File: config.mk
export PLATFORM = sky130hd
export DESIGN_NAME = lc3Core
export DESIGN_NICKNAME = d
export VERILOG_FILES = /design/src/logic/lc3Pkg.sv /design/src/logic/aluUnit.sv /design/src/logic/controlUnit.sv /design/src/logic/dataPath.sv /design/src/logic/lc3Core.sv /design/src/logic/memBridge.sv /design/src/logic/regFile.sv
export VERILOG_INCLUDE_DIRS = /design/src /design/src/logic
export SDC_FILE = /design/constraint.sdc
export NUM_CORES = 1
export LEC_CHECK = 0
export ABC_AREA = 1
export BUFFER_PORTS_ARGS = -buffer_cell sky130_fd_sc_hd__buf_2
export CAP_MARGIN = 20
export CELL_PAD_IN_SITES_DETAIL_PLACEMENT = 1
export CELL_PAD_IN_SITES_GLOBAL_PLACEMENT = 1
export CORE_MARGIN = 4
export CORE_UTILIZATION = 39
export DETAILED_ROUTE_END_ITERATION = 8
export HOLD_SLACK_MARGIN = 0.15
export PLACE_DENSITY_LB_ADDON = 0.1
export SYNTH_ARGS = -nofsm -noshare
export SYNTH_HDL_FRONTEND = slang
export SYNTH_HIERARCHICAL = 1
export SYNTH_SLANG_ARGS = --single-unit
File: constraint.sdc
create_clock -name Clk -period 4.1 [get_ports Clk]
set_clock_uncertainty 0.2 [all_clocks]
set_input_delay 0.82 -clock Clk [delete_from_list [all_inputs] [get_ports Clk]]
set_output_delay 0.82 -clock Clk [all_outputs]
set_load 0.005 [all_outputs]
File: src/logic/lc3_consts.svh
`ifndef LC3_CONSTS_SVH
`define LC3_CONSTS_SVH

// datapath and address width
`define WORD_W 16

// general purpose registers R0..R7
`define REG_CNT 8

`define RESET_PC 16'h0000 // first fetch address out of reset

// clock cycles allowed for a program to reach PAUSE before it counts as hung
`define WATCHDOG_LIMIT 4000

`endif

File: src/logic/lc3Pkg.sv
package lc3Pkg;

	// LC-3 opcode field, IR[15:12]
	typedef enum logic [3:0] {
		OP_BR    = 4'b0000,
		OP_ADD   = 4'b0001,
		OP_LD    = 4'b0010,
		OP_ST    = 4'b0011,
		OP_AND   = 4'b0101,
		OP_NOT   = 4'b1001,
		OP_JMP   = 4'b1100,
		OP_PAUSE = 4'b1101
	} opcodeT;

	typedef enum logic [4:0] {
		S_HALT, S_FETCH1, S_FETCH2, S_FETCH3, S_DECODE,
		S_ALU, S_BR, S_BRTAKE, S_JMP,
		S_LDADDR, S_LDMEM, S_LDREG,
		S_STADDR, S_STDATA, S_STMEM,
		S_PAUSE1, S_PAUSE2
	} ctrlStateT;

	typedef enum logic [1:0] {
		ALU_ADD,
		ALU_AND,
		ALU_NOT,
		ALU_PASSA // operand a straight through, used for ST data
	} aluOpT;

endpackage

File: src/logic/aluUnit.sv
`timescale 1ns/1ps
`include "lc3_consts.svh"

module aluUnit (
	input lc3Pkg::aluOpT aluK,
	input logic [`WORD_W-1:0] a,
	input logic [`WORD_W-1:0] b,
	input logic [`WORD_W-1:0] ir,
	output logic [`WORD_W-1:0] result
);
	import lc3Pkg::*;

	logic [`WORD_W-1:0] imm5;
	logic [`WORD_W-1:0] operandB;

	assign imm5 = {{(`WORD_W-5){ir[4]}}, ir[4:0]};

	// immediate form when IR[5] is set
	assign operandB = ir[5] ? imm5 : b;

	always_comb
	begin
		case (aluK)
			ALU_ADD: result = a + operandB;
			ALU_AND: result = a & operandB;
			ALU_NOT: result = ~a;
			default: result = a;
		endcase
	end

endmodule

File: src/logic/controlUnit.sv
`timescale 1ns/1ps
`include "lc3_consts.svh"

module controlUnit (
	input logic Clk,
	input logic reset,
	input logic run,
	input logic continueIn,
	input logic ben,
	input logic memDone,
	input logic [`WORD_W-1:0] ir,
	output logic ldMar, ldMdr, ldIr, ldBen, ldCc, ldReg, ldPc, ldLed,
	output logic gatePc, gateMdr, gateAlu, gateMarMux,
	output logic [1:0] pcMux,
	output logic [1:0] addr2Mux,
	output logic addr1Mux, drMux, sr1Mux, mioEn,
	output lc3Pkg::aluOpT aluK,
	output logic memReq,
	output logic memWrite,
	output logic paused
);
	import lc3Pkg::*;

	ctrlStateT state;
	ctrlStateT nextState;
	opcodeT opcode;

	assign opcode = opcodeT'(ir[15:12]);

	always_ff @(posedge Clk)
	begin
		if (reset)
			state <= S_HALT;
		else
			state <= nextState;
	end

	always_comb
	begin
		nextState = state;
		case (state)
			S_HALT:
				if (run)
					nextState = S_FETCH1;
			S_FETCH1: nextState = S_FETCH2;
			S_FETCH2:
				if (memDone)
					nextState = S_FETCH3;
			S_FETCH3: nextState = S_DECODE;
			S_DECODE:
				case (opcode)
					OP_ADD, OP_AND, OP_NOT: nextState = S_ALU;
					OP_BR: nextState = S_BR;
					OP_JMP: nextState = S_JMP;
					OP_LD: nextState = S_LDADDR;
					OP_ST: nextState = S_STADDR;
					OP_PAUSE: nextState = S_PAUSE1;
					default: nextState = S_FETCH1; // unsupported opcode is skipped
				endcase
			S_BR: nextState = ben ? S_BRTAKE : S_FETCH1;
			S_LDADDR: nextState = S_LDMEM;
			S_LDMEM:
				if (memDone)
					nextState = S_LDREG;
			S_STADDR: nextState = S_STDATA;
			S_STDATA: nextState = S_STMEM;
			S_STMEM:
				if (memDone)
					nextState = S_FETCH1;
			S_PAUSE1:
				if (continueIn)
					nextState = S_PAUSE2;
			S_PAUSE2:
				if (!continueIn)
					nextState = S_FETCH1;
			default: nextState = S_FETCH1; // ALU, BRTAKE, JMP
		endcase
	end

	// pcMux 00 pc+1, 01 bus, 10 adder; addr2Mux 10 is the 9-bit offset
	always_comb
	begin
		{ldMar, ldMdr, ldIr, ldBen, ldCc, ldReg, ldPc, ldLed} = '0;
		{gatePc, gateMdr, gateAlu, gateMarMux} = '0;
		pcMux = 2'b00;
		addr2Mux = 2'b00;
		addr1Mux = 1'b0;
		drMux = 1'b0; // R7 destination only matters for JSR
		sr1Mux = 1'b0;
		mioEn = 1'b0;
		aluK = ALU_PASSA;
		memReq = 1'b0;
		memWrite = 1'b0;
		paused = 1'b0;
		case (state)
			S_FETCH1:
			begin
				gatePc = 1'b1;
				ldMar = 1'b1;
				ldPc = 1'b1;
			end
			S_FETCH2, S_LDMEM:
			begin
				memReq = 1'b1;
				mioEn = 1'b1;
				ldMdr = memDone;
			end
			S_FETCH3:
			begin
				gateMdr = 1'b1;
				ldIr = 1'b1;
			end
			S_DECODE:
			begin
				ldBen = 1'b1;
				ldLed = (opcode == OP_PAUSE); // code is up before paused rises
			end
			S_ALU:
			begin
				gateAlu = 1'b1;
				ldReg = 1'b1;
				ldCc = 1'b1;
				case (opcode)
					OP_ADD: aluK = ALU_ADD;
					OP_AND: aluK = ALU_AND;
					default: aluK = ALU_NOT;
				endcase
			end
			S_BRTAKE:
			begin
				ldPc = 1'b1;
				pcMux = 2'b10;
				addr2Mux = 2'b10;
			end
			S_JMP:
			begin
				ldPc = 1'b1;
				pcMux = 2'b10;
				addr1Mux = 1'b1; // base register plus zero
			end
			S_LDADDR, S_STADDR:
			begin
				gateMarMux = 1'b1;
				ldMar = 1'b1;
				addr2Mux = 2'b10;
			end
			S_LDREG:
			begin
				gateMdr = 1'b1;
				ldReg = 1'b1;
				ldCc = 1'b1;
			end
			S_STDATA:
			begin
				sr1Mux = 1'b1; // source register sits in IR[11:9] for ST
				gateAlu = 1'b1;
				ldMdr = 1'b1;
			end
			S_STMEM:
			begin
				memReq = 1'b1;
				memWrite = 1'b1;
			end
			S_PAUSE1: paused = 1'b1;
			default: ;
		endcase
	end

	// encodings past S_PAUSE2 are never entered
	stateLegal: assert property (@(posedge Clk) disable iff (reset) state <= S_PAUSE2);

	reqHeld: assert property (@(posedge Clk) disable iff (reset)
		$fell(memReq) |-> $past(memDone));

endmodule

File: src/logic/dataPath.sv
`timescale 1ns/1ps
`include "lc3_consts.svh"

module dataPath (
	input logic Clk,
	input logic reset,
	input logic ldMar, ldMdr, ldIr, ldBen, ldCc, ldReg, ldPc, ldLed,
	input logic gatePc, gateMdr, gateAlu, gateMarMux,
	input logic [1:0] pcMux,
	input logic [1:0] addr2Mux,
	input logic addr1Mux, drMux, sr1Mux, mioEn,
	input lc3Pkg::aluOpT aluK,
	input logic [`WORD_W-1:0] memData,
	output logic [`WORD_W-1:0] ir,
	output logic [`WORD_W-1:0] mar,
	output logic [`WORD_W-1:0] mdr,
	output logic ben,
	output logic [11:0] ledOut
);
	logic [`WORD_W-1:0] bus, pc, pcPlus1, pcNext;
	logic [`WORD_W-1:0] sr1Out, sr2Out, aluOut;
	logic [`WORD_W-1:0] addr1, addr2, addrSum;
	logic [2:0] dr, sr1;
	logic [2:0] nzp;

	assign dr = drMux ? 3'b111 : ir[11:9];
	assign sr1 = sr1Mux ? ir[11:9] : ir[8:6];

	regFile regFile_i (
		.Clk(Clk),
		.reset(reset),
		.ldReg(ldReg),
		.dr(dr),
		.sr1(sr1),
		.sr2(ir[2:0]),
		.busIn(bus),
		.sr1Out(sr1Out),
		.sr2Out(sr2Out)
	);

	aluUnit aluUnit_i (
		.aluK(aluK),
		.a(sr1Out),
		.b(sr2Out),
		.ir(ir),
		.result(aluOut)
	);

	// one source on the bus at a time, MDR wins
	always_comb
	begin
		if (gateMdr)
			bus = mdr;
		else if (gateAlu)
			bus = aluOut;
		else if (gatePc)
			bus = pc;
		else if (gateMarMux)
			bus = addrSum;
		else
			bus = '0;
	end

	assign addr1 = addr1Mux ? sr1Out : pc;

	always_comb
	begin
		case (addr2Mux)
			2'b00: addr2 = '0;
			2'b01: addr2 = {{(`WORD_W-6){ir[5]}}, ir[5:0]};
			2'b10: addr2 = {{(`WORD_W-9){ir[8]}}, ir[8:0]};
			default: addr2 = {{(`WORD_W-11){ir[10]}}, ir[10:0]};
		endcase
	end

	assign addrSum = addr1 + addr2;
	assign pcPlus1 = pc + 1'b1;

	always_comb
	begin
		case (pcMux)
			2'b00: pcNext = pcPlus1;
			2'b01: pcNext = bus;
			default: pcNext = addrSum;
		endcase
	end

	always_ff @(posedge Clk)
	begin
		if (reset)
			pc <= `RESET_PC;
		else if (ldPc)
			pc <= pcNext;
	end

	always_ff @(posedge Clk)
	begin
		if (ldMar)
			mar <= bus;
		if (ldIr)
			ir <= bus;
		if (ldMdr)
			mdr <= mioEn ? memData : bus; // memory read or store data
	end

	always_ff @(posedge Clk)
	begin
		if (reset)
		begin
			nzp <= 3'b000;
			ben <= 1'b0;
			ledOut <= '0;
		end
		else
		begin
			if (ldCc)
				nzp <= {bus[`WORD_W-1], bus == '0, !bus[`WORD_W-1] && bus != '0};
			if (ldBen)
				ben <= |(ir[11:9] & nzp);
			if (ldLed)
				ledOut <= ir[11:0];
		end
	end

endmodule

File: src/logic/lc3Core.sv
`timescale 1ns/1ps
`include "lc3_consts.svh"

module lc3Core (
	input logic Clk,
	input logic reset,
	input logic run,
	input logic continueIn,
	input logic [`WORD_W-1:0] prdata,
	input logic pready,
	output logic psel,
	output logic penable,
	output logic pwrite,
	output logic [`WORD_W-1:0] paddr,
	output logic [`WORD_W-1:0] pwdata,
	output logic [11:0] ledOut,
	output logic paused
);
	import lc3Pkg::*;

	logic ldMar, ldMdr, ldIr, ldBen, ldCc, ldReg, ldPc, ldLed;
	logic gatePc, gateMdr, gateAlu, gateMarMux;
	logic [1:0] pcMux;
	logic [1:0] addr2Mux;
	logic addr1Mux, drMux, sr1Mux, mioEn;
	aluOpT aluK;
	logic [`WORD_W-1:0] ir, mar, mdr, memData;
	logic ben;
	logic memReq, memWrite, memDone;

	// control and datapath share port names one for one
	controlUnit controlUnit_i (.*);

	dataPath dataPath_i (.*);

	memBridge memBridge_i (
		.Clk(Clk),
		.reset(reset),
		.memReq(memReq),
		.memWrite(memWrite),
		.mar(mar),
		.mdr(mdr),
		.prdata(prdata),
		.pready(pready),
		.psel(psel),
		.penable(penable),
		.pwrite(pwrite),
		.paddr(paddr),
		.pwdata(pwdata),
		.memData(memData),
		.memDone(memDone)
	);

endmodule

File: src/logic/memBridge.sv
`timescale 1ns/1ps
`include "lc3_consts.svh"

module memBridge (
	input logic Clk,
	input logic reset,
	input logic memReq,
	input logic memWrite,
	input logic [`WORD_W-1:0] mar,
	input logic [`WORD_W-1:0] mdr,
	input logic [`WORD_W-1:0] prdata,
	input logic pready,
	output logic psel,
	output logic penable,
	output logic pwrite,
	output logic [`WORD_W-1:0] paddr,
	output logic [`WORD_W-1:0] pwdata,
	output logic [`WORD_W-1:0] memData,
	output logic memDone
);
	typedef enum logic [1:0] {IDLE, SETUP, ACCESS} apbStateT;

	apbStateT state;

	always_ff @(posedge Clk)
	begin
		if (reset)
		begin
			state <= IDLE;
			pwrite <= 1'b0;
		end
		else
		begin
			case (state)
				IDLE:
					if (memReq)
					begin
						state <= SETUP;
						pwrite <= memWrite;
					end
				SETUP: state <= ACCESS;
				default:
					if (pready)
						state <= IDLE; // wait states hold ACCESS
			endcase
		end
	end

	// address and write data captured as SETUP starts
	always_ff @(posedge Clk)
	begin
		if (state == IDLE && memReq)
		begin
			paddr <= mar;
			pwdata <= mdr;
		end
	end

	assign psel = (state != IDLE);
	assign penable = (state == ACCESS);
	assign memDone = penable && pready;
	assign memData = prdata; // sampled into MDR on the memDone edge

	// every ACCESS cycle follows a cycle with psel up
	enableInSel: assert property (@(posedge Clk) disable iff (reset) penable |-> $past(psel));

	addrHeld: assert property (@(posedge Clk) disable iff (reset)
		penable && !pready |=> $stable(paddr) && $stable(pwrite));

endmodule

File: src/logic/regFile.sv
`timescale 1ns/1ps
`include "lc3_consts.svh"

module regFile (
	input logic Clk,
	input logic reset,
	input logic ldReg,
	input logic [2:0] dr,
	input logic [2:0] sr1,
	input logic [2:0] sr2,
	input logic [`WORD_W-1:0] busIn,
	output logic [`WORD_W-1:0] sr1Out,
	output logic [`WORD_W-1:0] sr2Out
);
	logic [`WORD_W-1:0] regs [`REG_CNT];

	always_ff @(posedge Clk)
	begin
		if (reset)
		begin
			for (int i = 0; i < `REG_CNT; i++)
				regs[i] <= '0;
		end
		else if (ldReg)
			regs[dr] <= busIn;
	end

	// reads see the old value during a write cycle
	assign sr1Out = regs[sr1];
	assign sr2Out = regs[sr2];

endmodule

==> summary.md <==
| Metric | Value |
|---|---|
| WS Path Type | `flip-flop to flip-flop` |
| Max Cap Violations | `0` |
| WP data required | `4.37 ns` |
| Max Slew Vio Count | `17` |
| Flop pwr share | `0.281` |
| Psw | `0.00488 W` |
| Commonest non-fill, non-tap cell in the layout | `nand2_1` |
| Most frequent cells in the layout | `nand2_1 (583), inv_1 (285), buf_4 (269)` |
| Vias in the first global route | `17900` |
| WP data arrival | `4.67 ns` |
| CTS Buf Count | `30` |
| Total power | `0.0117 W` |
| Clock sinks | `248` |
| DRC Markers | `0` |
| Slew headroom | `-0.139` |
| Violated checks | `max-slew violations, negative setup slack` |
| Synthesized instance count | `2291` |
| Run status | `complete, but fails checks` |
| # rows | `74` |
| Synth Warn # | `6` |
| Final design utilization | `0.573` |
| Area growth from synthesis to layout | `44.5%` |
| Worst Setup End Kind | `flip-flop` |
| Total gr overflow | `0` |
| Sequential share of the synthesized area | `0.432` |
| Initial antenna violation count | `1` |
| Internal Power | `0.00687 W` |
| CTS clk-pin slew, worst paths | `0.06 ns` |
| Nets | `2703` |
| Clk root buf | `clkbuf_16` |
| #FFs+latches synth | `248` |
| Fin worst setup slack | `-0.301 ns` |
| CTS Buffer Depth | `3` |
| RSZ-0062 raised after global routing | `true` |
| Vias per inst | `5.60` |
| Netlist Area Pre-Place | `0.0163 mm^2` |
| Top fanout value on the critical path | `6` |
| HPWL Detailed | `49.3 mm` |
| Antenna cells | `0` |
| Final hold violations | `0` |
| Worst slew pin tran | `1.70 ns` |
| GPL Wtd Cong | `0.970` |
| Main synth FF type | `edfxtp_1` |
| Fmax achieved | `227 MHz` |
| WL per Instance | `23.9 um` |
| Worst hold path class | `flip-flop to flip-flop` |
| Global Route Usage Sum | `0.304` |
| Switching Fraction | `0.415` |
| Maximum VDD drop | `0.000352 V` |
| Slowest cell on the critical path | `fa_2` |
| Leakage | `10.8 nW` |
| Asr flop ratio synth | `0` |
| Combinational power share | `0.497` |
| Die area | `0.0451 mm^2` |
| Tcrit/Tclk final | `1.07` |
| Post-synth EDFFs | `208` |
| Avg Cell Area, Syn | `7.12 um^2` |
| Largest net degree at the start of global routing | `35` |
| Starting density of the core | `0.397` |
| Routed wire length | `76.6 mm` |
| H-tree Lvls | `1` |
| Largest stage delay on the critical path | `0.53 ns` |
| PortBufs | `68` |
| Part of the power in the clock network | `0.222` |
| Share of layout cells above drive strength 1 | `0.384` |
| Minimum clock period | `4.40 ns` |
| First-pass GRT wire length | `106 mm` |
| Power per Cell Area | `499 mW/mm^2` |
| Critical Path Source Type | `flip-flop` |
| Cts hold-fix bufs | `0` |
| TritonCTS clock tree | `yes` |
| Die H | `212 um` |
| Count of different cell masters after synthesis | `47` |
| Via count | `17900` |
| Core Box Area | `0.0411 mm^2` |
| DRT Pass-1 Iters | `5` |
| 1st-iter DRT viols | `1460` |
| Antenna Nets Post-Route | `0` |
| # IOs | `69` |
| Final setup vio count | `96` |
| Die extent in x | `212 um` |
| Clk_lat worst skew | `0.59 ns` |
==> state kept, by name, summed over array words and instances, names as in the netlist <==
signal                     count
dataPath_i/ir                 16
dataPath_i/nzp                 3
dataPath_i/ledOut             12
memBridge_i/state              2
dataPath_i/ben                 1
controlUnit_i/state            5
dataPath_i/mar                16
memBridge_i/pwdata            16
dataPath_i/mdr                16
dataPath_i/pc                 16
memBridge_i/paddr             16
dataPath_i/regFile_i/regs    128
memBridge_i/pwrite             1
==> worst max-delay path, delay by kind of cell, from the launching register on <==
kind                       cells  cell delay (ns)
adders and majority gates      2             0.68
AOI/OAI and AO/OA              5             0.35
and+or+nand+nor               20             2.09
DFF                            1             0.34
buffers and inverters          7             0.60
==> power groups by stage <==
stage	clock (W)	combinational [W]	sequential, W
4_1_cts	0.00263	0.00464	0.00329
5_1_grt	0.00278	0.00616	0.00332
3_5_place_dp	0	0.00393	0.00333
3_3_place_gp	0	0.00382	0.00331
6_report	0.00261	0.00584	0.00330
2_1_floorplan	0	0.00206	0.00329
==> cell type report <==
| cell class | count | area (um^2) |
|---|---|---|
| repair buffers | 429 | 3790 |
| clock buffers | 39 | 826 |
| well taps | 532 | 666 |
| fillers | 4949 | 17500 |
| multi-input cells | 1584 | 9630 |
| flip-flops and latches | 248 | 7050 |
| clock inverters | 17 | 119 |
| inverters | 352 | 1480 |
==> Yosys cell counts, types with 4 or more instances <==
cell type | instances | area share
a21oi_1 | 55 | 0.017
a21oi_2 | 7 | 0.0038
a31oi_1 | 15 | 0.0058
a41oi_1 | 11 | 0.0059
buf_2 | 33 | 0.010
buf_4 | 21 | 0.0097
buf_6 | 11 | 0.0076
clkbuf_1 | 41 | 0.0094
dfxtp_1 | 40 | 0.049
edfxtp_1 | 208 | 0.38
ha_1 | 35 | 0.027
inv_1 | 329 | 0.076
inv_2 | 22 | 0.0051
mux2_2 | 4 | 0.0028
nand2_1 | 774 | 0.18
nand2_2 | 23 | 0.0088
nand3_1 | 229 | 0.070
nand3_2 | 10 | 0.0061
nand3b_1 | 16 | 0.0074
nand4_1 | 5 | 0.0019
nor2_1 | 247 | 0.057
nor2_2 | 6 | 0.0023
nor2_4 | 6 | 0.0041
nor3_1 | 5 | 0.0015
o21ai_0 | 86 | 0.026
o22ai_1 | 8 | 0.0031
or2_1 | 5 | 0.0019
or2_2 | 4 | 0.0015
==> final timing paths <==
kind | to | cells past startpoint | slack [ns] | from
worst max-delay path | dataPath_i/nzp[0] | 34 | -0.30 | controlUnit_i/state[1]
worst min-delay path | memBridge_i/paddr[4] | 0 | 0.22 | dataPath_i/mar[4]
worst max register to register | dataPath_i/nzp[0] | 34 | -0.30 | controlUnit_i/state[1]
worst min register to register | memBridge_i/paddr[4] | 0 | 0.22 | dataPath_i/mar[4]
==> routing by layer <==
layer	wire length [um]	GRT usage
met2	36000	0.502
met5	9	0
met4	3630	0.107
met3	5270	0.0356
met1	31700	0.416
==> kinds of logic after synthesis <==
family,after synthesis,share of synthesized area
flip-flops,248,0.432
multiplexers,4,0.00276
buffers and inverters,461,0.119
AND/OR/NAND/NOR,1340,0.347
adder cells (fa/ha/maj),37,0.0293
AO/OA/AOI/OAI,200,0.0700
other,1,0.000230
==> what timing repair did <==
action,CTS,global route
pin swaps,116,214
resized for setup,264,482
setup buffers,53,53
setup endpoints to repair,166,163
gates cloned,7,3
==> metrics by stage <==
step | instance area [um^2] | hold slack (ns) | worst slack (ns) | setup TNS (ns) | cells
floorplan | 16300 | 0.200 | 0.00865 | 0 | 2293
detailed placement | 18900 | 0.207 | -0.701 | -63.79 | 3039
CTS | 21400 | 0.222 | -0.0515 | -0.230 | 3154
global placement | 18900 | 0.203 | -0.618 | -49.91 | 3038
finish | 23600 | 0.219 | -0.301 | -10.15 | 3201
global route | 23600 | 0.227 | -0.442 | -30.29 | 3201
Note: power is estimated with default switching activity, not from simulation.
